[src/rtl/dmaPkg.sv]
package dmaPkg;

  // one word of address and one word of data
  localparam int AdrWidth  = 16;
  localparam int DataWidth = 16;

  localparam int DepthLog2 = 2; // four FIFO entries

  // register map, one address word each
  localparam logic [AdrWidth-1:0] RegCtrl     = 16'hFFF0;
  localparam logic [AdrWidth-1:0] RegSrcIdx   = 16'hFFF1;
  localparam logic [AdrWidth-1:0] RegSrcMod   = 16'hFFF2;
  localparam logic [AdrWidth-1:0] RegSrcCnt   = 16'hFFF3;
  localparam logic [AdrWidth-1:0] RegDstIdx   = 16'hFFF4;
  localparam logic [AdrWidth-1:0] RegDstMod   = 16'hFFF5;
  localparam logic [AdrWidth-1:0] RegDstCnt   = 16'hFFF6;
  localparam logic [AdrWidth-1:0] RegChainPtr = 16'hFFF9;

  localparam logic [1:0] ModeNormal = 2'b00;
  localparam logic [1:0] ModeChain  = 2'b01;

  // upper bit is the source port, lower bit the destination, 1 is system
  localparam logic [1:0] DirNearNear = 2'b00;
  localparam logic [1:0] DirNearSys  = 2'b01;
  localparam logic [1:0] DirSysNear  = 2'b10;
  localparam logic [1:0] DirSysSys   = 2'b11;

  localparam int DescWords = 7;

  // selector value equals the word position inside a descriptor
  typedef logic [2:0] RegSel;
  localparam RegSel SelSrcIdx   = 3'd0;
  localparam RegSel SelSrcMod   = 3'd1;
  localparam RegSel SelSrcCnt   = 3'd2;
  localparam RegSel SelChainPtr = 3'd3;
  localparam RegSel SelDstIdx   = 3'd4;
  localparam RegSel SelDstMod   = 3'd5;
  localparam RegSel SelDstCnt   = 3'd6;

  typedef union packed {
    logic [DataWidth-1:0] raw;
    struct packed {
      logic [DataWidth-7:0] rsvdHi;
      logic [1:0]           mode;
      logic [1:0]           dir;
      logic                 rsvd;
      logic                 enable;
    } f;
  } dmaCtrl_u;

endpackage
[src/rtl/dmaTop.sv]
`timescale 1ns/10ps

module dmaTop #(
  parameter int AdrWidth  = dmaPkg::AdrWidth,
  parameter int DataWidth = dmaPkg::DataWidth,
  parameter int DepthLog2 = dmaPkg::DepthLog2
) (
  input  logic                 clk,
  input  logic                 rst,
  input  logic                 cfgWe,
  input  logic [AdrWidth-1:0]  cfgAdr,
  input  logic [DataWidth-1:0] cfgDat,
  input  logic [DataWidth-1:0] nearDatIn,
  input  logic                 nearBusy,
  input  logic [DataWidth-1:0] sysDatIn,
  input  logic                 sysBusy,
  output logic                 nearEn,
  output logic                 nearWe,
  output logic [AdrWidth-1:0]  nearAdr,
  output logic [DataWidth-1:0] nearDatOut,
  output logic                 sysEn,
  output logic                 sysWe,
  output logic [AdrWidth-1:0]  sysAdr,
  output logic [DataWidth-1:0] sysDatOut,
  output logic                 active
);
  import dmaPkg::*;

  localparam int CtrlWidth = $bits(dmaCtrl_u);

  dmaCtrl_u             ctrl;
  dmaCtrl_u             cfgCtrl;
  logic [AdrWidth-1:0]  srcIdx, dstIdx, chainPtr, srcAdr, dstAdr, ldAdr;
  logic [DataWidth-1:0] srcCnt, dstCnt, rdData, dstDat, fifoDat, fifoPushDat;
  RegSel                ldSel;
  logic                 srcStep, dstStep, clrEnable, ldWe, ldReq, ldDone, loading;
  logic                 srcReq, dstReq, srcDone, dstDone, xferDone, run;
  logic                 fifoPush, fifoPop, fifoEmpty, fifoFull;
  logic                 chainMode, chainNext, kick, restart, loadStart;

  assign cfgCtrl.raw = CtrlWidth'(cfgDat); // control word being written
  assign chainMode   = (ctrl.f.mode == ModeChain);
  assign chainNext   = (chainPtr != '0);

  // loader starts on the enabling write or after each chained block
  assign kick = cfgWe && (cfgAdr == RegCtrl) && cfgCtrl.f.enable &&
                (cfgCtrl.f.mode == ModeChain) && chainNext;
  assign restart   = xferDone && chainMode && chainNext;
  assign loadStart = kick || restart;
  assign clrEnable = xferDone && !restart;
  assign run       = ctrl.f.enable && !loading;
  assign active    = ctrl.f.enable;

  dmaRegFile #(.AdrWidth(AdrWidth), .DataWidth(DataWidth)) u_dmaRegFile (
    .clk(clk), .rst(rst), .cfgWe(cfgWe), .cfgAdr(cfgAdr), .cfgDat(cfgDat),
    .ldWe(ldWe), .ldSel(ldSel), .ldDat(rdData), .srcStep(srcStep), .dstStep(dstStep),
    .clrEnable(clrEnable), .ctrl(ctrl), .srcIdx(srcIdx), .dstIdx(dstIdx),
    .srcCnt(srcCnt), .dstCnt(dstCnt), .chainPtr(chainPtr));

  dmaFifo #(.DataWidth(DataWidth), .DepthLog2(DepthLog2)) u_dmaFifo (
    .clk(clk), .rst(rst), .push(fifoPush), .pushDat(fifoPushDat), .pop(fifoPop),
    .popDat(fifoDat), .empty(fifoEmpty), .full(fifoFull));

  dmaXferEngine #(.AdrWidth(AdrWidth), .DataWidth(DataWidth)) u_dmaXferEngine (
    .clk(clk), .rst(rst), .run(run), .srcIdx(srcIdx), .dstIdx(dstIdx),
    .srcCnt(srcCnt), .dstCnt(dstCnt), .srcDone(srcDone), .dstDone(dstDone),
    .rdData(rdData), .fifoEmpty(fifoEmpty), .fifoFull(fifoFull), .fifoDat(fifoDat),
    .srcReq(srcReq), .srcAdr(srcAdr), .dstReq(dstReq), .dstAdr(dstAdr), .dstDat(dstDat),
    .srcStep(srcStep), .dstStep(dstStep), .fifoPush(fifoPush),
    .fifoPushDat(fifoPushDat), .fifoPop(fifoPop), .xferDone(xferDone));

  dmaChainLoader #(.AdrWidth(AdrWidth)) u_dmaChainLoader (
    .clk(clk), .rst(rst), .start(loadStart), .chainPtr(chainPtr), .ldDone(ldDone),
    .ldReq(ldReq), .ldAdr(ldAdr), .ldWe(ldWe), .ldSel(ldSel), .loading(loading));

  dmaPortMux #(.AdrWidth(AdrWidth), .DataWidth(DataWidth)) u_dmaPortMux (
    .ctrl(ctrl), .loading(loading), .srcReq(srcReq), .srcAdr(srcAdr),
    .dstReq(dstReq), .dstAdr(dstAdr), .dstDat(dstDat), .ldReq(ldReq), .ldAdr(ldAdr),
    .nearBusy(nearBusy), .nearDatIn(nearDatIn), .sysBusy(sysBusy), .sysDatIn(sysDatIn),
    .srcDone(srcDone), .dstDone(dstDone), .ldDone(ldDone), .rdData(rdData),
    .nearEn(nearEn), .nearWe(nearWe), .nearAdr(nearAdr), .nearDatOut(nearDatOut),
    .sysEn(sysEn), .sysWe(sysWe), .sysAdr(sysAdr), .sysDatOut(sysDatOut));

endmodule

[src/rtl/dmaPortMux.sv]
`timescale 1ns/10ps

module dmaPortMux #(
  parameter int AdrWidth  = dmaPkg::AdrWidth,
  parameter int DataWidth = dmaPkg::DataWidth
) (
  input  dmaPkg::dmaCtrl_u     ctrl,
  input  logic                 loading,
  input  logic                 srcReq,
  input  logic [AdrWidth-1:0]  srcAdr,
  input  logic                 dstReq,
  input  logic [AdrWidth-1:0]  dstAdr,
  input  logic [DataWidth-1:0] dstDat,
  input  logic                 ldReq,
  input  logic [AdrWidth-1:0]  ldAdr,
  input  logic                 nearBusy,
  input  logic [DataWidth-1:0] nearDatIn,
  input  logic                 sysBusy,
  input  logic [DataWidth-1:0] sysDatIn,
  output logic                 srcDone,
  output logic                 dstDone,
  output logic                 ldDone,
  output logic [DataWidth-1:0] rdData,
  output logic                 nearEn,
  output logic                 nearWe,
  output logic [AdrWidth-1:0]  nearAdr,
  output logic [DataWidth-1:0] nearDatOut,
  output logic                 sysEn,
  output logic                 sysWe,
  output logic [AdrWidth-1:0]  sysAdr,
  output logic [DataWidth-1:0] sysDatOut
);
  import dmaPkg::*;

  logic srcSys;
  logic dstSys;
  logic engSrc;
  logic engDst;

  always_comb
  begin
    case (ctrl.f.dir)
      DirNearNear: {srcSys, dstSys} = 2'b00;
      DirNearSys:  {srcSys, dstSys} = 2'b01;
      DirSysNear:  {srcSys, dstSys} = 2'b10;
      default:     {srcSys, dstSys} = 2'b11;
    endcase
  end

  // destination wins a shared port
  assign engDst = !loading && dstReq;
  assign engSrc = !loading && srcReq && !(dstReq && (srcSys == dstSys));

  always_comb
  begin
    nearEn = 1'b0;
    nearWe = 1'b0;
    nearAdr = '0;
    nearDatOut = '0;
    sysEn = 1'b0;
    sysWe = 1'b0;
    sysAdr = '0;
    sysDatOut = '0;
    if (loading)
    begin
      nearEn  = ldReq; // descriptors live in near memory
      nearAdr = ldAdr;
    end
    else
    begin
      if (engDst && !dstSys)
      begin
        nearEn = 1'b1;
        nearWe = 1'b1;
        nearAdr = dstAdr;
        nearDatOut = dstDat;
      end
      else if (engSrc && !srcSys)
      begin
        nearEn  = 1'b1;
        nearAdr = srcAdr;
      end
      if (engDst && dstSys)
      begin
        sysEn = 1'b1;
        sysWe = 1'b1;
        sysAdr = dstAdr;
        sysDatOut = dstDat;
      end
      else if (engSrc && srcSys)
      begin
        sysEn  = 1'b1;
        sysAdr = srcAdr;
      end
    end
  end

  assign srcDone = engSrc && !(srcSys ? sysBusy : nearBusy);
  assign dstDone = engDst && !(dstSys ? sysBusy : nearBusy);
  assign ldDone  = loading && ldReq && !nearBusy;
  assign rdData  = (loading || !srcSys) ? nearDatIn : sysDatIn;

endmodule

[src/rtl/dmaChainLoader.sv]
`timescale 1ns/10ps

module dmaChainLoader #(
  parameter int AdrWidth = dmaPkg::AdrWidth
) (
  input  logic                clk,
  input  logic                rst,
  input  logic                start,
  input  logic [AdrWidth-1:0] chainPtr,
  input  logic                ldDone,
  output logic                ldReq,
  output logic [AdrWidth-1:0] ldAdr,
  output logic                ldWe,
  output dmaPkg::RegSel       ldSel,
  output logic                loading
);
  import dmaPkg::*;

  localparam RegSel LastSel = RegSel'(DescWords - 1);

  logic [AdrWidth-1:0] curAdr;
  RegSel               wordSel;

  // pointer is copied at start since word 3 overwrites chainPtr
  always_ff @(posedge clk or posedge rst)
  begin
    if (rst)
    begin
      loading <= 1'b0;
      curAdr  <= '0;
      wordSel <= '0;
    end
    else if (!loading)
    begin
      if (start)
      begin
        loading <= 1'b1;
        curAdr  <= chainPtr;
        wordSel <= '0;
      end
    end
    else if (ldDone)
    begin
      curAdr <= curAdr + 1'b1;
      if (wordSel == LastSel)
      begin
        loading <= 1'b0; // descriptor complete, engine may run
        wordSel <= '0;
      end
      else
        wordSel <= wordSel + 1'b1;
    end
  end

  assign ldReq = loading;
  assign ldAdr = curAdr;
  assign ldWe  = loading && ldDone; // one register per completed read
  assign ldSel = wordSel;

endmodule

[src/rtl/dmaXferEngine.sv]
`timescale 1ns/10ps

module dmaXferEngine #(
  parameter int AdrWidth  = dmaPkg::AdrWidth,
  parameter int DataWidth = dmaPkg::DataWidth
) (
  input  logic                 clk,
  input  logic                 rst,
  input  logic                 run,
  input  logic [AdrWidth-1:0]  srcIdx,
  input  logic [AdrWidth-1:0]  dstIdx,
  input  logic [DataWidth-1:0] srcCnt,
  input  logic [DataWidth-1:0] dstCnt,
  input  logic                 srcDone,
  input  logic                 dstDone,
  input  logic [DataWidth-1:0] rdData,
  input  logic                 fifoEmpty,
  input  logic                 fifoFull,
  input  logic [DataWidth-1:0] fifoDat,
  output logic                 srcReq,
  output logic [AdrWidth-1:0]  srcAdr,
  output logic                 dstReq,
  output logic [AdrWidth-1:0]  dstAdr,
  output logic [DataWidth-1:0] dstDat,
  output logic                 srcStep,
  output logic                 dstStep,
  output logic                 fifoPush,
  output logic [DataWidth-1:0] fifoPushDat,
  output logic                 fifoPop,
  output logic                 xferDone
);

  localparam logic [1:0] StIdle  = 2'd0;
  localparam logic [1:0] StRead  = 2'd1;
  localparam logic [1:0] StWrite = 2'd2;
  localparam logic [1:0] StDone  = 2'd3;

  logic [1:0] state;
  logic [1:0] nextState;
  logic       srcAvail;
  logic       dstAvail;
  logic       allDone;

  // filling has priority, draining starts when full or source is exhausted
  assign srcAvail = run && (srcCnt != '0) && !fifoFull;
  assign dstAvail = run && (dstCnt != '0) && !fifoEmpty;
  assign allDone  = run && (srcCnt == '0) && (dstCnt == '0);

  always_comb
  begin
    nextState = state;
    case (state)
      StIdle:
      begin
        if (srcAvail)
          nextState = StRead;
        else if (dstAvail)
          nextState = StWrite;
        else if (allDone)
          nextState = StDone; // also taken at once for zero counts
      end
      StRead:
      begin
        if (srcDone)
          nextState = StIdle; // counts settle before the next decision
      end
      StWrite:
      begin
        if (dstDone)
          nextState = StIdle;
      end
      default:
        nextState = StIdle;
    endcase
  end

  always_ff @(posedge clk or posedge rst)
  begin
    if (rst)
      state <= StIdle;
    else
      state <= nextState;
  end

  // request holds until the access completes, so the port stays stable
  assign srcReq = (state == StRead);
  assign dstReq = (state == StWrite);
  assign srcAdr = srcIdx;
  assign dstAdr = dstIdx;
  assign dstDat = fifoDat; // head is not disturbed while writing

  assign srcStep     = srcReq && srcDone;
  assign fifoPush    = srcReq && srcDone;
  assign fifoPushDat = rdData; // sampled on the completing edge
  assign dstStep     = dstReq && dstDone;
  assign fifoPop     = dstReq && dstDone;

  assign xferDone = (state == StDone);

endmodule

[src/rtl/dmaFifo.sv]
`timescale 1ns/10ps

module dmaFifo #(
  parameter int DataWidth = dmaPkg::DataWidth,
  parameter int DepthLog2 = dmaPkg::DepthLog2
) (
  input  logic                 clk,
  input  logic                 rst,
  input  logic                 push,
  input  logic [DataWidth-1:0] pushDat,
  input  logic                 pop,
  output logic [DataWidth-1:0] popDat,
  output logic                 empty,
  output logic                 full
);

  localparam int Depth = 2 ** DepthLog2;

  logic [DataWidth-1:0] mem [Depth];
  logic [DepthLog2-1:0] wrPtr;
  logic [DepthLog2-1:0] rdPtr;
  logic [DepthLog2:0]   count;
  logic                 doPush;
  logic                 doPop;

  assign doPush = push && !full; // overflow is dropped
  assign doPop  = pop && !empty;

  always_ff @(posedge clk)
  begin
    if (doPush)
      mem[wrPtr] <= pushDat;
  end

  always_ff @(posedge clk or posedge rst)
  begin
    if (rst)
    begin
      wrPtr <= '0;
      rdPtr <= '0;
      count <= '0;
    end
    else
    begin
      if (doPush)
        wrPtr <= wrPtr + 1'b1; // wraps at depth
      if (doPop)
        rdPtr <= rdPtr + 1'b1;
      case ({doPush, doPop})
        2'b10:   count <= count + 1'b1;
        2'b01:   count <= count - 1'b1;
        default: ;
      endcase
    end
  end

  assign popDat = mem[rdPtr]; // head word, registered storage
  assign empty  = (count == '0);
  assign full   = (count == (DepthLog2 + 1)'(Depth));

endmodule

[src/rtl/dmaRegFile.sv]
`timescale 1ns/10ps

module dmaRegFile #(
  parameter int AdrWidth  = dmaPkg::AdrWidth,
  parameter int DataWidth = dmaPkg::DataWidth
) (
  input  logic                 clk,
  input  logic                 rst,
  input  logic                 cfgWe,
  input  logic [AdrWidth-1:0]  cfgAdr,
  input  logic [DataWidth-1:0] cfgDat,
  input  logic                 ldWe,
  input  dmaPkg::RegSel        ldSel,
  input  logic [DataWidth-1:0] ldDat,
  input  logic                 srcStep,
  input  logic                 dstStep,
  input  logic                 clrEnable,
  output dmaPkg::dmaCtrl_u     ctrl,
  output logic [AdrWidth-1:0]  srcIdx,
  output logic [AdrWidth-1:0]  dstIdx,
  output logic [DataWidth-1:0] srcCnt,
  output logic [DataWidth-1:0] dstCnt,
  output logic [AdrWidth-1:0]  chainPtr
);
  import dmaPkg::*;

  localparam int CtrlWidth = $bits(dmaCtrl_u);

  logic [AdrWidth-1:0] srcMod;
  logic [AdrWidth-1:0] dstMod;
  logic [AdrWidth-1:0] cfgAdrDat;
  logic [AdrWidth-1:0] ldAdrDat;

  assign cfgAdrDat = AdrWidth'(cfgDat); // data word used as an address
  assign ldAdrDat  = AdrWidth'(ldDat);

  // later assignments win: stepping, then descriptor loads, then software
  always_ff @(posedge clk or posedge rst)
  begin
    if (rst)
    begin
      ctrl.raw <= '0;
      srcIdx   <= '0;
      srcMod   <= '0;
      srcCnt   <= '0;
      dstIdx   <= '0;
      dstMod   <= '0;
      dstCnt   <= '0;
      chainPtr <= '0;
    end
    else
    begin
      if (clrEnable)
        ctrl.f.enable <= 1'b0; // transfer finished
      if (srcStep)
      begin
        srcIdx <= srcIdx + srcMod;
        srcCnt <= srcCnt - 1'b1;
      end
      if (dstStep)
      begin
        dstIdx <= dstIdx + dstMod;
        dstCnt <= dstCnt - 1'b1;
      end
      if (ldWe)
      begin
        case (ldSel)
          SelSrcIdx:   srcIdx   <= ldAdrDat;
          SelSrcMod:   srcMod   <= ldAdrDat;
          SelSrcCnt:   srcCnt   <= ldDat;
          SelChainPtr: chainPtr <= ldAdrDat;
          SelDstIdx:   dstIdx   <= ldAdrDat;
          SelDstMod:   dstMod   <= ldAdrDat;
          SelDstCnt:   dstCnt   <= ldDat;
          default:     ;
        endcase
      end
      if (cfgWe)
      begin
        case (cfgAdr)
          RegCtrl:     ctrl.raw <= CtrlWidth'(cfgDat);
          RegSrcIdx:   srcIdx   <= cfgAdrDat;
          RegSrcMod:   srcMod   <= cfgAdrDat;
          RegSrcCnt:   srcCnt   <= cfgDat;
          RegDstIdx:   dstIdx   <= cfgAdrDat;
          RegDstMod:   dstMod   <= cfgAdrDat;
          RegDstCnt:   dstCnt   <= cfgDat;
          RegChainPtr: chainPtr <= cfgAdrDat;
          default:     ; // unknown offset
        endcase
      end
    end
  end

endmodule

[config.mk]
export PLATFORM = sky130hd
export DESIGN_NAME = dmaTop
export DESIGN_NICKNAME = d
export VERILOG_FILES = /design/src/rtl/dmaPkg.sv /design/src/rtl/dmaTop.sv /design/src/rtl/dmaPortMux.sv /design/src/rtl/dmaChainLoader.sv /design/src/rtl/dmaXferEngine.sv /design/src/rtl/dmaFifo.sv /design/src/rtl/dmaRegFile.sv
export SDC_FILE = /design/constraint.sdc
export NUM_CORES = 1
export LEC_CHECK = 0
export BUFFER_PORTS_ARGS = -buffer_cell sky130_fd_sc_hd__buf_4
export CELL_PAD_IN_SITES_DETAIL_PLACEMENT = 0
export CELL_PAD_IN_SITES_GLOBAL_PLACEMENT = 1
export CORE_MARGIN = 4
export CORE_UTILIZATION = 41
export CTS_CLUSTER_DIAMETER = 150
export DETAILED_ROUTE_END_ITERATION = 8
export GPL_TIMING_DRIVEN = 0
export PLACE_DENSITY_LB_ADDON = 0.05
export SKIP_CTS_REPAIR_TIMING = 1
export SLEW_MARGIN = 20
export SYNTH_ARGS = -nofsm -noshare
export SYNTH_HDL_FRONTEND = slang
export SYNTH_SLANG_ARGS = --single-unit
[constraint.sdc]
create_clock -name clk -period 3.73 [get_ports clk]
set_input_delay 0.1865 -clock clk [delete_from_list [all_inputs] [get_ports clk]]
set_output_delay 0.1865 -clock clk [all_outputs]
set_load 0.02 [all_outputs]
Word-level counts from Yosys, hierarchy flattened
Memory sizes are Yosys's and may differ from the RTL's.
Index checks and enable logic that the tools add are counted.

operators by class
  $add $sub $neg = 10
  equality and inequality tests = 29
  muxes and demuxes = 80
  reductions and logical operators = 56

operators with widths
  operator                                                count
  two-way mux 16 bit                                      46
  equality test 16 bit (second input constant)            8
  nonzero test 16 bit                                     3
  adder 16 bit                                            2
  zero test 16 bit                                        2
  subtractor 16 x 1 -> 16 bit (second input constant)     2
  logical AND 1 bit                                       30
  two-way mux 1 bit                                       23
  adder 16 x 1 -> 16 bit (second input constant)          1
  equality test 3 bit (second input constant)             4
  two-way mux 3 bit                                       4
  equality test 2 x 1 -> 1 bit (second input constant)    5
  two-way mux 2 bit                                       5
  equality test 2 bit (second input constant)             4
  zero test 1 bit                                         8
  adder 3 x 1 -> 3 bit (second input constant)            2
  equality test 3 x 2 -> 1 bit (second input constant)    2
  zero test 3 bit                                         2
  one-hot mux 2 bit (3 select lines)                      1
  one-hot mux 3 bit (2 select lines)                      1
  adder 2 x 1 -> 2 bit (second input constant)            2
  zero test 2 bit                                         2
  inequality test 2 bit (second input constant)           2
  inequality test 4 x 1 -> 1 bit (second input constant)  1
  9 further kinds                                         13

word-level totals
  register bits = 147
  bits in writable memories = 64
  input bits = 69
  output and inout bits = 69
  memories = 1

memories
  name           depth  width  read ports  clocked after Yosys merged registers in  write ports  line           source
  u_dmaFifo.mem  4      16     1           0                                        1            dmaFifo.sv:19  logic [DataWidth-1:0] mem [Depth];

Logic depth before layout (Yosys ltp)
Gate-level depths: netlist of run 1.

  depth in word-level cells = 14
  gate-level depth with buffers = 13
  gate-level depth less buffers = 11

Cells and area by module
From an unflattened synthesis of run 1, not the netlist that was laid out.

unflattened totals
  cell total of the unflattened synthesis = 1489
  area total of the unflattened synthesis = 14360.0 µm²

by module, submodules not included
  module          instances  cells an instance  area each (µm²)  seq. area each (µm²)
  dmaRegFile      1          946                8294.2           3203.1
  dmaFifo         1          122                2778.9           2097.0
  dmaPortMux      1          171                1208.7           0.0
  dmaChainLoader  1          134                1176.1           500.5
  dmaXferEngine   1          99                 779.5            50.0
  dmaTop          1          17                 122.6            0.0

Worst setup path after synthesis of run 1
OpenSTA, ideal clock, no wires.

  kind = flip-flop to flip-flop
  from = register u_dmaRegFile.ctrl[2] in the netlist's numbering
  to = memory u_dmaFifo.mem[0][0], enable pin
  library setup time = 0.374 ns
  arrival = 2.431 ns
  required time = 3.356 ns
  slack = 0.926 ns
  cell stages (with the launch flop) = 9
  buffers on the path = 3
  period minus slack after synthesis = 2.804 ns
  cells stage by stage = dfrtp_1 inv_1 ha_1 buf_6 o21a_1 a2111oi_0 clkbuf_1 clkbuf_1 and3_1

on the way
  cells in the longest elaborated chain, start to end = 12

ends and longest elaborated chain
  what                                                        line                 source
  start, declared                                             dmaRegFile.sv:18     output dmaPkg::dmaCtrl_u ctrl,
  equality test 2 x 1 -> 1 bit, or another cell as far along  dmaPortMux.sv:42     case (ctrl.f.dir)
  OR reduction 2 bit (no line)                                -
  two-way mux 1 bit                                           dmaPortMux.sv:42
  equality test 1 bit                                         dmaPortMux.sv:52     assign engSrc = !loading && srcReq && !(dstReq && (srcSys == dstSys));
  logical AND 1 bit                                           dmaPortMux.sv:52
  zero test 1 bit                                             dmaPortMux.sv:52
  logical AND 1 bit                                           dmaPortMux.sv:52
  logical AND 1 bit *                                         dmaPortMux.sv:98     assign srcDone = engSrc && !(srcSys ? sysBusy : nearBusy);
  logical AND 1 bit *                                         dmaXferEngine.sv:93  assign fifoPush = srcReq && srcDone;
  logical AND 1 bit *                                         dmaFifo.sv:26        assign doPush = push && !full;
  two-way mux 1 bit *                                         dmaFifo.sv:31        if (doPush)
  two-way mux 1 bit (implied by the code) *                   dmaFifo.sv:32        mem[wrPtr] <= pushDat;
  end, declared                                               dmaFifo.sv:19

Every way passes the cells marked *; elsewhere a longest branch is shown, timed or not.

Worst setup path after layout of run 1
  from = register u_dmaRegFile.ctrl[2] in the netlist's numbering
  to = register u_dmaRegFile.dstIdx[0]

RTL lines
  what                                                             line               source
  equality test 2 x 1 -> 1 bit or zero test 2 bit (tied branches)  dmaPortMux.sv:42
  OR reduction 2 bit (no line) *                                   -
  logical OR 1 bit *                                               dmaPortMux.sv:101  assign rdData = (loading || !srcSys) ? nearDatIn : sysDatIn;
  two-way mux 16 bit *                                             dmaPortMux.sv:101
  net fifoPushDat[0]                                               dmaTop.sv:34       logic [DataWidth-1:0] srcCnt, dstCnt, rdData, dstDat, fifoDat, fifoPushDat;
  two-way mux 16 bit *                                             dmaRegFile.sv:67   case (ldSel)
  two-way mux 16 bit *                                             dmaRegFile.sv:65   if (ldWe)
  two-way mux 16 bit                                               dmaRegFile.sv:80   case (cfgAdr)
  two-way mux 16 bit *                                             dmaRegFile.sv:78   if (cfgWe)
  end signal, assigned                                             dmaRegFile.sv:62   dstIdx <= dstIdx + dstMod;
  end signal, assigned                                             dmaRegFile.sv:72   SelDstIdx: dstIdx <= ldAdrDat;
  end signal, assigned                                             dmaRegFile.sv:85   RegDstIdx: dstIdx <= cfgAdrDat;
  end, declared                                                    dmaRegFile.sv:20   output logic [AdrWidth-1:0] dstIdx,

Mark *: on every way through the listed nets, which the timed path passes. The rest lies on a longest branch.
A chain may end at the register's enable or synchronous reset.

==> results of run 1 <==
## layer usage
layer | track usage, % | part of all wire, % | up-vias
met3 | 3.32 | 7.9 | 58
li1 | - | - | 5460
met4 | 8.81 | 3.1 | 0
met5 | 0 | 0 | -
met1 | 41.7 | 46 | 5677
met2 | 40.6 | 43 | 487
## kinds of logic after synthesis
family	count (synthesis)	share of synthesized area, %
xor+xnor	62	4.25
simple gates	496	18.3
mux	51	5.67
flops	210	43.6
compound gates	425	19.7
fa+ha+maj	45	4.58
buf+inv	121	3.77
## state kept, by name, summed over array words and instances, names as in the netlist
signal and count:
u_dmaFifo.wrPtr 2, u_dmaRegFile.dstCnt 16, u_dmaFifo.rdPtr 2, u_dmaRegFile.srcIdx 16
u_dmaRegFile.ctrl 5, u_dmaRegFile.chainPtr 16, u_dmaChainLoader.ldReq 1, u_dmaChainLoader.ldSel 3
u_dmaFifo.mem 64, u_dmaChainLoader.ldAdr 16, u_dmaRegFile.dstIdx 16, u_dmaRegFile.srcCnt 16
u_dmaRegFile.dstMod 16, u_dmaFifo.count 3, u_dmaXferEngine.state 2, u_dmaRegFile.srcMod 16
## critical path, stage by stage (launching register included)
cell and delay, ns:
dfrtp_1 0.35, inv_1 0.07, ha_1 0.20, buf_6 0.13, nor3_4 0.60, buf_2 0.48
mux2i_1 0.74, inv_1 0.39, o21ai_0 0.24, o21ai_0 0.10
## placed cells by master, fill, tap and decap left out, types with 35 or more instances in the layout
cell,count
o21ai_0,154
nand2_1,194
nand3_1,42
buf_4,133
and2_1,35
edfxtp_1,64
nor2_1,114
dfrtp_1,146
ha_1,42
a21oi_1,121
xnor2_1,36
clkbuf_1,81
## stage by stage
step | setup WS (ns) | area, um2 | hold slack [ns]
after global routing | 0.0392 | 15500 | 0.00152
final | 0.274 | 15500 | -0.0217
after detailed placement | -0.367 | 14600 | 0.184
after floorplan | 0.926 | 12800 | 0.292
after global placement | -0.557 | 14300 | 0.485
after CTS | -0.363 | 15400 | -0.376
## final timing paths
check                                     startpoint  cells past startpoint                        end
worst max-delay path            u_dmaRegFile.ctrl[2]                      9     u_dmaRegFile.dstIdx[0]
worst min-delay path                       cfgDat[6]                      3     u_dmaRegFile.srcCnt[6]
worst max register to register  u_dmaRegFile.ctrl[2]                      9     u_dmaRegFile.dstIdx[0]
worst min register to register  u_dmaRegFile.ctrl[4]                      1       u_dmaRegFile.ctrl[4]
max in group asynchronous                        rst                      6  u_dmaChainLoader.ldAdr[5]
min in group asynchronous                        rst                      3     u_dmaRegFile.srcMod[9]
## cell type report
cell class	count	share of cell area (%)
inverter	35	0.872
multi-input combinational	1079	44.1
sequential	210	36.0
clock buffer	38	4.88
clock inverter	8	0.702
antenna	1	0.0161
timing repair buffer	149	7.98
tap	396	3.20
buffer	86	2.27
## power breakdown
| part | switching, mW | total [mW] | leakage [nW] | internal [mW] |
|---|---|---|---|---|
| Clock | 1.03 | 2.57 | 0.416 | 1.54 |
| Combinational | 2.69 | 4.64 | 3.53 | 1.95 |
| Sequential | 0.833 | 3.93 | 2.34 | 3.10 |
==> results_dict.tcl, run 1 <==
set metrics [dict create \
    clk_pin_slew_worst_paths_ns 0.06 \
    fin_crit_sh_pct 92.6 \
    fmaxAchievable_mhz 289 \
    worst_slew_pin_slew_ns 1.05 \
    finalSetupViolCount 0 \
    cp_data_required_time_ns 4.15 \
    final-instance-count-excl-fill 2002 \
    ys_top_cells_by_area "dfrtp_1 (29%), edfxtp_1 (15%), o21ai_0 (6.0%)" \
    final_max_slew_viol_count 0 \
    clk-insertion-delay-late_ns 0.55 \
    yosysTopAreaCell "dfrtp_1" \
    multiInputGateArea_um2 6840 \
    cap_violations 0 \
    die_w_um 185 \
    r2r_setup_slack_ns 0.27 \
    drtIter0Drc 1182 \
    mappedNetlistArea_um2 12800 \
    postSynthAreaPerCell_um2 9.06 \
    start_util_pct 41.7 \
    fill_cells 2979 \
    gp_congestion 0.901 \
    fp.dieH_um 185 \
    pin_count 138 \
    post-route-util_pct 50.5 \
    die-area_um2 34000 \
    ff_latch_area_um2 5580 \
    postSynthCellCount 1410 \
    synth_most_common_cell "nand2_1" \
    synth_top_area_share_pct 28.6 \
    yosysSeqAreaShare_pct 43.6 \
    placedCellCount 1951 \
    setup_tns_ns 0 \
    power_mw 11.1 \
    antenna_found_initial 0 \
    clockBufferDepth 3 \
    min_path_type "input pin to register" \
    grtUsageTotal_pct 27.4 \
    setup.worst_path.class "register to register" \
    coreArea_um2 30700 \
    hpwl_um 35600 \
    violations "hold timing" \
    cts_root_buffer "clkbuf_16" \
    finalCriticalPeriod_ns 3.46 \
    grt_max_degree 32 \
    relSlewSlack_pct 29.8 \
    grt_pass1_wl_um 70100 \
    yosysWarnings 0 \
    pwr_density_cell_nw_per_um2 719 \
    leakage_nw 6.28 \
    synth_edf_count 64 \
    via_per_inst 5.84 \
    cp.arrival_ns 3.87 \
    num_vias 11682 \
    remaining_drc_errors 0 \
    rsz0062_at_grt "false" \
    holdWs_ns -0.0217 \
    cts.sinks 210 \
    grt-ovfl-total 0 \
    peakVddDrop_v 0.000400 \
    synth.distinct_cells 73 \
    drt-total-wl_um 47500 \
    ant_nets 0 \
    numCtsBuffers 26 \
    synthFlopType "dfrtp_1" \
    areaGrowthSynthToFinish_pct 21.3 \
    nets 1701 \
    critPathMaxFanout 10 \
    status "complete, but fails checks" \
    dr.pass1.iters 5 \
    placementRows 64 \
    drive_gt1_share_pct 16.1 \
    h-tree-depth 1 \
    synth_seq_cells 210 \
    finalClockSkew_ns 0.0185 \
    syn_nets 1524 \
    wl_per_cell_um 23.7 \
    start_kind "register" \
    grt_pass1_vias 11013 \
    cts_tree "built" \
    post_synth_most_frequent_cells "nand2_1 (194), o21ai_0 (154), dfrtp_1 (146)" \
    portBuffers 131 \
    finalHoldViolCount 3 \
    cp-end-kind "register" \
    async_reset_ff_share_pct 69.5 \
]
(Power assumes the default switching activity.)
==> run 2, diff against run 1 <==
--- a/config.mk
+++ b/config.mk
@@ -13,7 +13,7 @@
 export CTS_CLUSTER_DIAMETER = 150
 export DETAILED_ROUTE_END_ITERATION = 8
 export GPL_TIMING_DRIVEN = 0
-export PLACE_DENSITY_LB_ADDON = 0.05
+export PLACE_DENSITY_LB_ADDON = 0.1
 export SKIP_CTS_REPAIR_TIMING = 1
 export SLEW_MARGIN = 20
 export SYNTH_ARGS = -nofsm -noshare
==> run 2 against run 1 <==
  * The run still ends with hold timing left
  * Utilization decreased by 0.20 points
  * Largest power group unchanged
  * Register-to-register slack is essentially flat
  * Total power shrank 0.47%
  * Critical path depth did not move
  * Global-route usage is 0.064 points lower
  * Non-clock buffer count decreased by 1
  * Sequential cell count unchanged
  * Final cell count unchanged
  * Critical endpoint is now sysAdr[7]
  * Clock-buffer cell count down 1
  * Setup slack got worse by 0.014 ns
  * Via count is 0.20% higher
  * Combinational power barely moved
  * Highest routed layer unchanged
==> results_dict.tcl, run 2 (synthesis results as in run 1) <==
set metrics [dict create \
    fin_crit_sh_pct 93.0 \
    cap_violations 0 \
    clk-insertion-delay-late_ns 0.53 \
    largest_register_ffs 64 \
    die_w_um 185 \
    clockBufferDepth 3 \
    cts_tree "built" \
    layout_common_cells "nand2_1 (194), o21ai_0 (154), dfrtp_1 (146)" \
    pin_count 138 \
    finalCriticalPeriod_ns 3.47 \
    h-tree-depth 1 \
    final_common_cell "nand2_1" \
    start_kind "register" \
    remaining_drc_errors 0 \
    nets 1700 \
    setup.worst_path.class "register to output port" \
    grt-ovfl-total 0 \
    fp.dieH_um 185 \
    die-area_um2 34000 \
    status "complete, but fails checks" \
    grt_pass1_vias 11186 \
    grtUsageTotal_pct 27.3 \
    grt_max_degree 32 \
    final_max_slew_viol_count 0 \
    final-instance-count-excl-fill 2002 \
    cp_top_family "buffers and inverters" \
    cp.arrival_ns 3.28 \
    relSlewSlack_pct 32.6 \
    coreArea_um2 30700 \
    numCtsBuffers 26 \
    regMostFlops "u_dmaFifo.mem" \
    via_per_inst 5.85 \
    drt-total-wl_um 47100 \
    min_path_type "input pin to register" \
    critPathBufInv 5 \
    dr.pass1.iters 5 \
    gp_congestion 0.879 \
    cts_root_buffer "clkbuf_16" \
    worst_slew_pin_slew_ns 1.00 \
    num_vias 11705 \
    holdWs_ns -0.0122 \
    hpwl_um 35200 \
    drtIter0Drc 1080 \
    grt_pass1_wl_um 70200 \
    placementRows 64 \
    peakVddDrop_v 0.000457 \
    fmaxAchievable_mhz 288 \
    ant_nets 0 \
    start_util_pct 41.7 \
    cp_data_required_time_ns 3.54 \
    clk_pin_slew_worst_paths_ns 0.06 \
    cp-end-kind "output port" \
    drive_gt1_share_pct 16.1 \
    diodes 0 \
    finalSetupViolCount 0 \
    slowest_delay_ns 0.61 \
    placedCellCount 1951 \
    crit_chain "inv_1, ha_1, buf_6, nor3_4, nor2b_1, clkbuf_1, clkbuf_1, a22o_1, buf_4" \
    wl_per_cell_um 23.5 \
    pwr_density_cell_nw_per_um2 718 \
    power_mw 11.1 \
    leakage_nw 6.26 \
    critPathMostFrequentCell "clkbuf_1" \
    finalHoldViolCount 3 \
    cts.sinks 210 \
    critPathMaxFanout 10 \
    areaGrowthSynthToFinish_pct 20.8 \
    portBuffers 131 \
    finalClockSkew_ns 0.0104 \
    cp_slowest_cell "nor3_4" \
    rsz0062_at_grt "false" \
    antenna_found_initial 0 \
    violations "hold timing" \
]
-- run 2: power breakdown --
part	internal, mW	switching [mW]
combinational	1.94	2.67
sequential	3.10	0.819
clock	1.52	1.03
total	6.56	4.52
-- run 2: area by class of cell --
type                       count  area [um2]
buffer                        86         352
clock buffer                  37         743
clock inverter                11         115
fill                        2960       15200
inverter                      35         135
multi-input combinational   1079        6820
sequential                   210        5580
tap                          396         495
timing repair buffer         148        1200
-- run 2: final timing paths --
kind	startpoint	to	slack, ns	cells after the start
worst min-delay path	cfgDat[1]	u_dmaRegFile.dstIdx[1]	-0.01	3
min in group asynchronous	rst	u_dmaRegFile.srcMod[15]	0.26	3
worst max-delay path	u_dmaRegFile.ctrl[2]	sysAdr[7]	0.26	9
worst min register to register	u_dmaRegFile.ctrl[4]	u_dmaRegFile.ctrl[4]	0.50	1
worst max register to register	u_dmaRegFile.ctrl[2]	u_dmaFifo.mem[2][7]	0.27	8
max in group asynchronous	rst	u_dmaChainLoader.ldAdr[5]	2.53	6
-- run 2: routing by layer --
metal	share of wire, %	global-route usage (%)	vias up	wire, um
li1	-	-	5466	-
met1	46	40.8	5679	21700
met2	43	41.1	477	20100
met3	7.3	3.71	83	3440
met4	4.0	8.78	0	1880
met5	0	0	-	0
-- run 2: stage by stage --
step	hold slack (ns)	TNS, ns	util [%]	setup WS (ns)	cell area (um2)
2_1_floorplan	0.292	0	-	0.926	12800
3_3_place_gp	0.484	-36.68	46.5	-0.567	14300
3_5_place_dp	0.266	-21.45	47.4	-0.333	14500
4_1_cts	-0.294	-22.78	50.2	-0.345	15400
5_1_grt	0.00119	0	50.3	0.0820	15400
6_report	-0.0122	0	50.3	0.260	15400
-- run 2: worst min-delay path, stage by stage --
cell,delay (ns)
buf_4,0.17
nand2_1,0.07
nand2_1,0.05
==> run 3, diff against run 2 <==
--- a/config.mk
+++ b/config.mk
@@ -9,7 +9,7 @@
 export CELL_PAD_IN_SITES_DETAIL_PLACEMENT = 0
 export CELL_PAD_IN_SITES_GLOBAL_PLACEMENT = 1
 export CORE_MARGIN = 4
-export CORE_UTILIZATION = 41
+export CORE_UTILIZATION = 43
 export CTS_CLUSTER_DIAMETER = 150
 export DETAILED_ROUTE_END_ITERATION = 8
 export GPL_TIMING_DRIVEN = 0
@@ -18,4 +18,5 @@
 export SLEW_MARGIN = 20
 export SYNTH_ARGS = -nofsm -noshare
 export SYNTH_HDL_FRONTEND = slang
+export SYNTH_HIERARCHICAL = 1
 export SYNTH_SLANG_ARGS = --single-unit
==> run 3 against run 2 <==
  * The run now ends clean
  * Critical path depth grew 6
  * Utilization grew 1.9 points
  * Sequential share of layout area shrank 2.5 points
  * Routed wire length grew 6.6%
  * Clock-buffer cell count shrank 1
  * Clock skew grew 0.0078 ns
  * Critical path type is now register to register
  * Sequential power grew 2%
  * Highest routed layer unchanged
  * Final cell count grew 4.5%
  * Cell area grew 7.6%
  * Critical endpoint is now u_dmaRegFile/srcCnt[13]
  * Fmax shrank 4.9%
==> results_dict.tcl, run 3 <==
set metrics [dict create \
    fp.dieH_um 188 \
    syn_nets 1580 \
    postSynthAreaPerCell_um2 9.52 \
    status "complete, no violations" \
    remaining_drc_errors 0 \
    timing.rr.start "u_dmaRegFile/ctrl[2]" \
    cts_tree "built" \
    h-tree-depth 1 \
    p_sw_share_pct 41.6 \
    areaGrowthSynthToFinish_pct 19.0 \
    reg2reg_depth 15 \
    fill_cells 3000 \
    setup.worst_path.class "register to register" \
    drive_gt1_share_pct 24.1 \
    start_kind "register" \
    crit_chain "buf_4, ha_1, nor3_4, nand3_4, buf_6, o22ai_2, and2_4, buf_4, or4b_1, nor3_2, nand2_1, or3_1, xnor2_1, o21ai_0, nand2_1" \
    grt-ovfl-total 0 \
    largest_register_ffs 64 \
    critPathMaxFanout 10 \
    rsz0062_at_grt "false" \
    post-route-util_pct 52.2 \
    r2r_setup_slack_ns 0.08 \
    finalCriticalPeriod_ns 3.65 \
    grtUsageTotal_pct 27.5 \
    grt_max_degree 68 \
    start_util_pct 43.9 \
    grt_pass1_vias 11606 \
    cts_root_buffer "clkbuf_16" \
    slowest_delay_ns 0.50 \
    grt_pass1_wl_um 74500 \
    leakage_nw 7.12 \
    final_common_cell "buf_4" \
    cp_slowest_cell "or4b_1" \
    postSynthCellCount 1467 \
    pin_count 138 \
    num_vias 12197 \
    placementRows 65 \
    min_path_type "input pin to register" \
    diodes 0 \
    crit_end "u_dmaRegFile/srcCnt[13]" \
    portBuffers 129 \
    clockPowerShare_pct 19.5 \
    dr.pass1.iters 5 \
    relSlewSlack_pct 39.9 \
    startpoint "u_dmaRegFile/ctrl[2]" \
    mappedNetlistArea_um2 14000 \
    final-instance-count-excl-fill 2093 \
    cp-end-kind "register" \
    pwr_density_cell_nw_per_um2 761 \
    gp_congestion 0.886 \
    drtIter0Drc 1256 \
    p_sw_mw 5.26 \
    clk_pin_slew_worst_paths_ns 0.06 \
    regMostFlops "u_dmaFifo/mem" \
    power_frac_comb_pct 48.8 \
    placedCellCount 2032 \
    hold_depth 3 \
    antenna_found_initial 1 \
    cp.arrival_ns 4.05 \
    finalClockSkew_ns 0.0182 \
    r2r_end "u_dmaRegFile/srcCnt[13]" \
    yosysWarnings 6 \
    numCtsBuffers 25 \
    coreArea_um2 31800 \
    die_w_um 188 \
    finalSetupViolCount 0 \
    critPathBufInv 3 \
    pwr-share-seq_pct 31.7 \
    layout_common_cells "buf_4 (216), nand2_1 (144), dfrtp_1 (144)" \
    clk-insertion-delay-late_ns 0.54 \
    cap_violations 0 \
    fin_crit_sh_pct 97.8 \
    peakVddDrop_v 0.000376 \
    die-area_um2 35400 \
    nets 1754 \
    drt-total-wl_um 50200 \
    clockBufferDepth 3 \
    wl_per_cell_um 24.0 \
    worst_slew_pin_slew_ns 0.901 \
    finalHoldViolCount 0 \
    via_per_inst 5.83 \
    final_max_slew_viol_count 0 \
    path_depth 15 \
    internal_power_mw 7.38 \
    ant_nets 0 \
    fmaxAchievable_mhz 274 \
    setup_tns_ns 0 \
    cp_data_required_time_ns 4.14 \
    cp_top_family "simple AND/OR/NAND/NOR gates" \
    cts.sinks 210 \
    hpwl_um 36600 \
]
-- run 3: how the worst min path moves through the flow --
stage / slack, ns / end / startpoint
after CTS: -0.46 / u_dmaXferEngine/state[1] / rst
after global routing: 0.02 / u_dmaRegFile/srcCnt[14] / cfgDat[14]
final: 0.01 / u_dmaRegFile/srcCnt[14] / cfgDat[14]
after detailed placement: 0.12 / u_dmaXferEngine/state[0] / rst
after floorplan: -0.07 / u_dmaXferEngine/state[0] / rst
after global placement: 0.1 / u_dmaXferEngine/state[0] / rst
-- run 3: final cells by class --
class | count | area (um2) | share of cell area, %
Buffer | 156 | 950 | 5.72
Clock buffer | 36 | 717 | 4.32
Clock inverter | 8 | 103 | 0.618
Inverter | 37 | 166 | 1.00
Multi-Input combinational cell | 1061 | 7390 | 44.5
Sequential cell | 210 | 5580 | 33.6
Tap cell | 435 | 544 | 3.28
Timing Repair Buffer | 150 | 1160 | 6.97
-- run 3: routing by layer --
metal  routed length, um  GRT usage [%]
met3                4690           6.13
met2               22200           42.6
met4                1710           8.33
met5                   0              0
met1               21600           38.8
-- run 3: worst reg2reg max path, delay by kind of cell (launching register included) --
family	cells	cell delay [ns]
simple gates	8	1.82
buf+inv	3	0.52
flops	1	0.42
compound gates	2	0.39
fa+ha+maj	1	0.23
xor+xnor	1	0.13
-- run 3: power by group through the flow --
stage | registers (mW) | logic (mW) | clock network [mW]
detailed placement | 4.01 | 5.94 | 0
CTS | 3.98 | 5.97 | 2.50
finish | 4.00 | 6.16 | 2.47
global placement | 4.01 | 5.87 | 0
floorplan | 3.67 | 4.50 | 0
global route | 4.10 | 6.77 | 2.61
-- run 3: metrics by stage --
step	setup WS (ns)	power [mW]	hold WS, ns	cell area, um2
after floorplan	0.182	8.17	-0.0723	14000
after detailed placement	-0.862	9.96	0.116	15500
after global routing	0.000206	13.5	0.0152	16600
final	0.0828	12.6	0.0143	16600
after global placement	-1.42	9.88	0.0973	15500
after CTS	-0.948	12.4	-0.458	16300
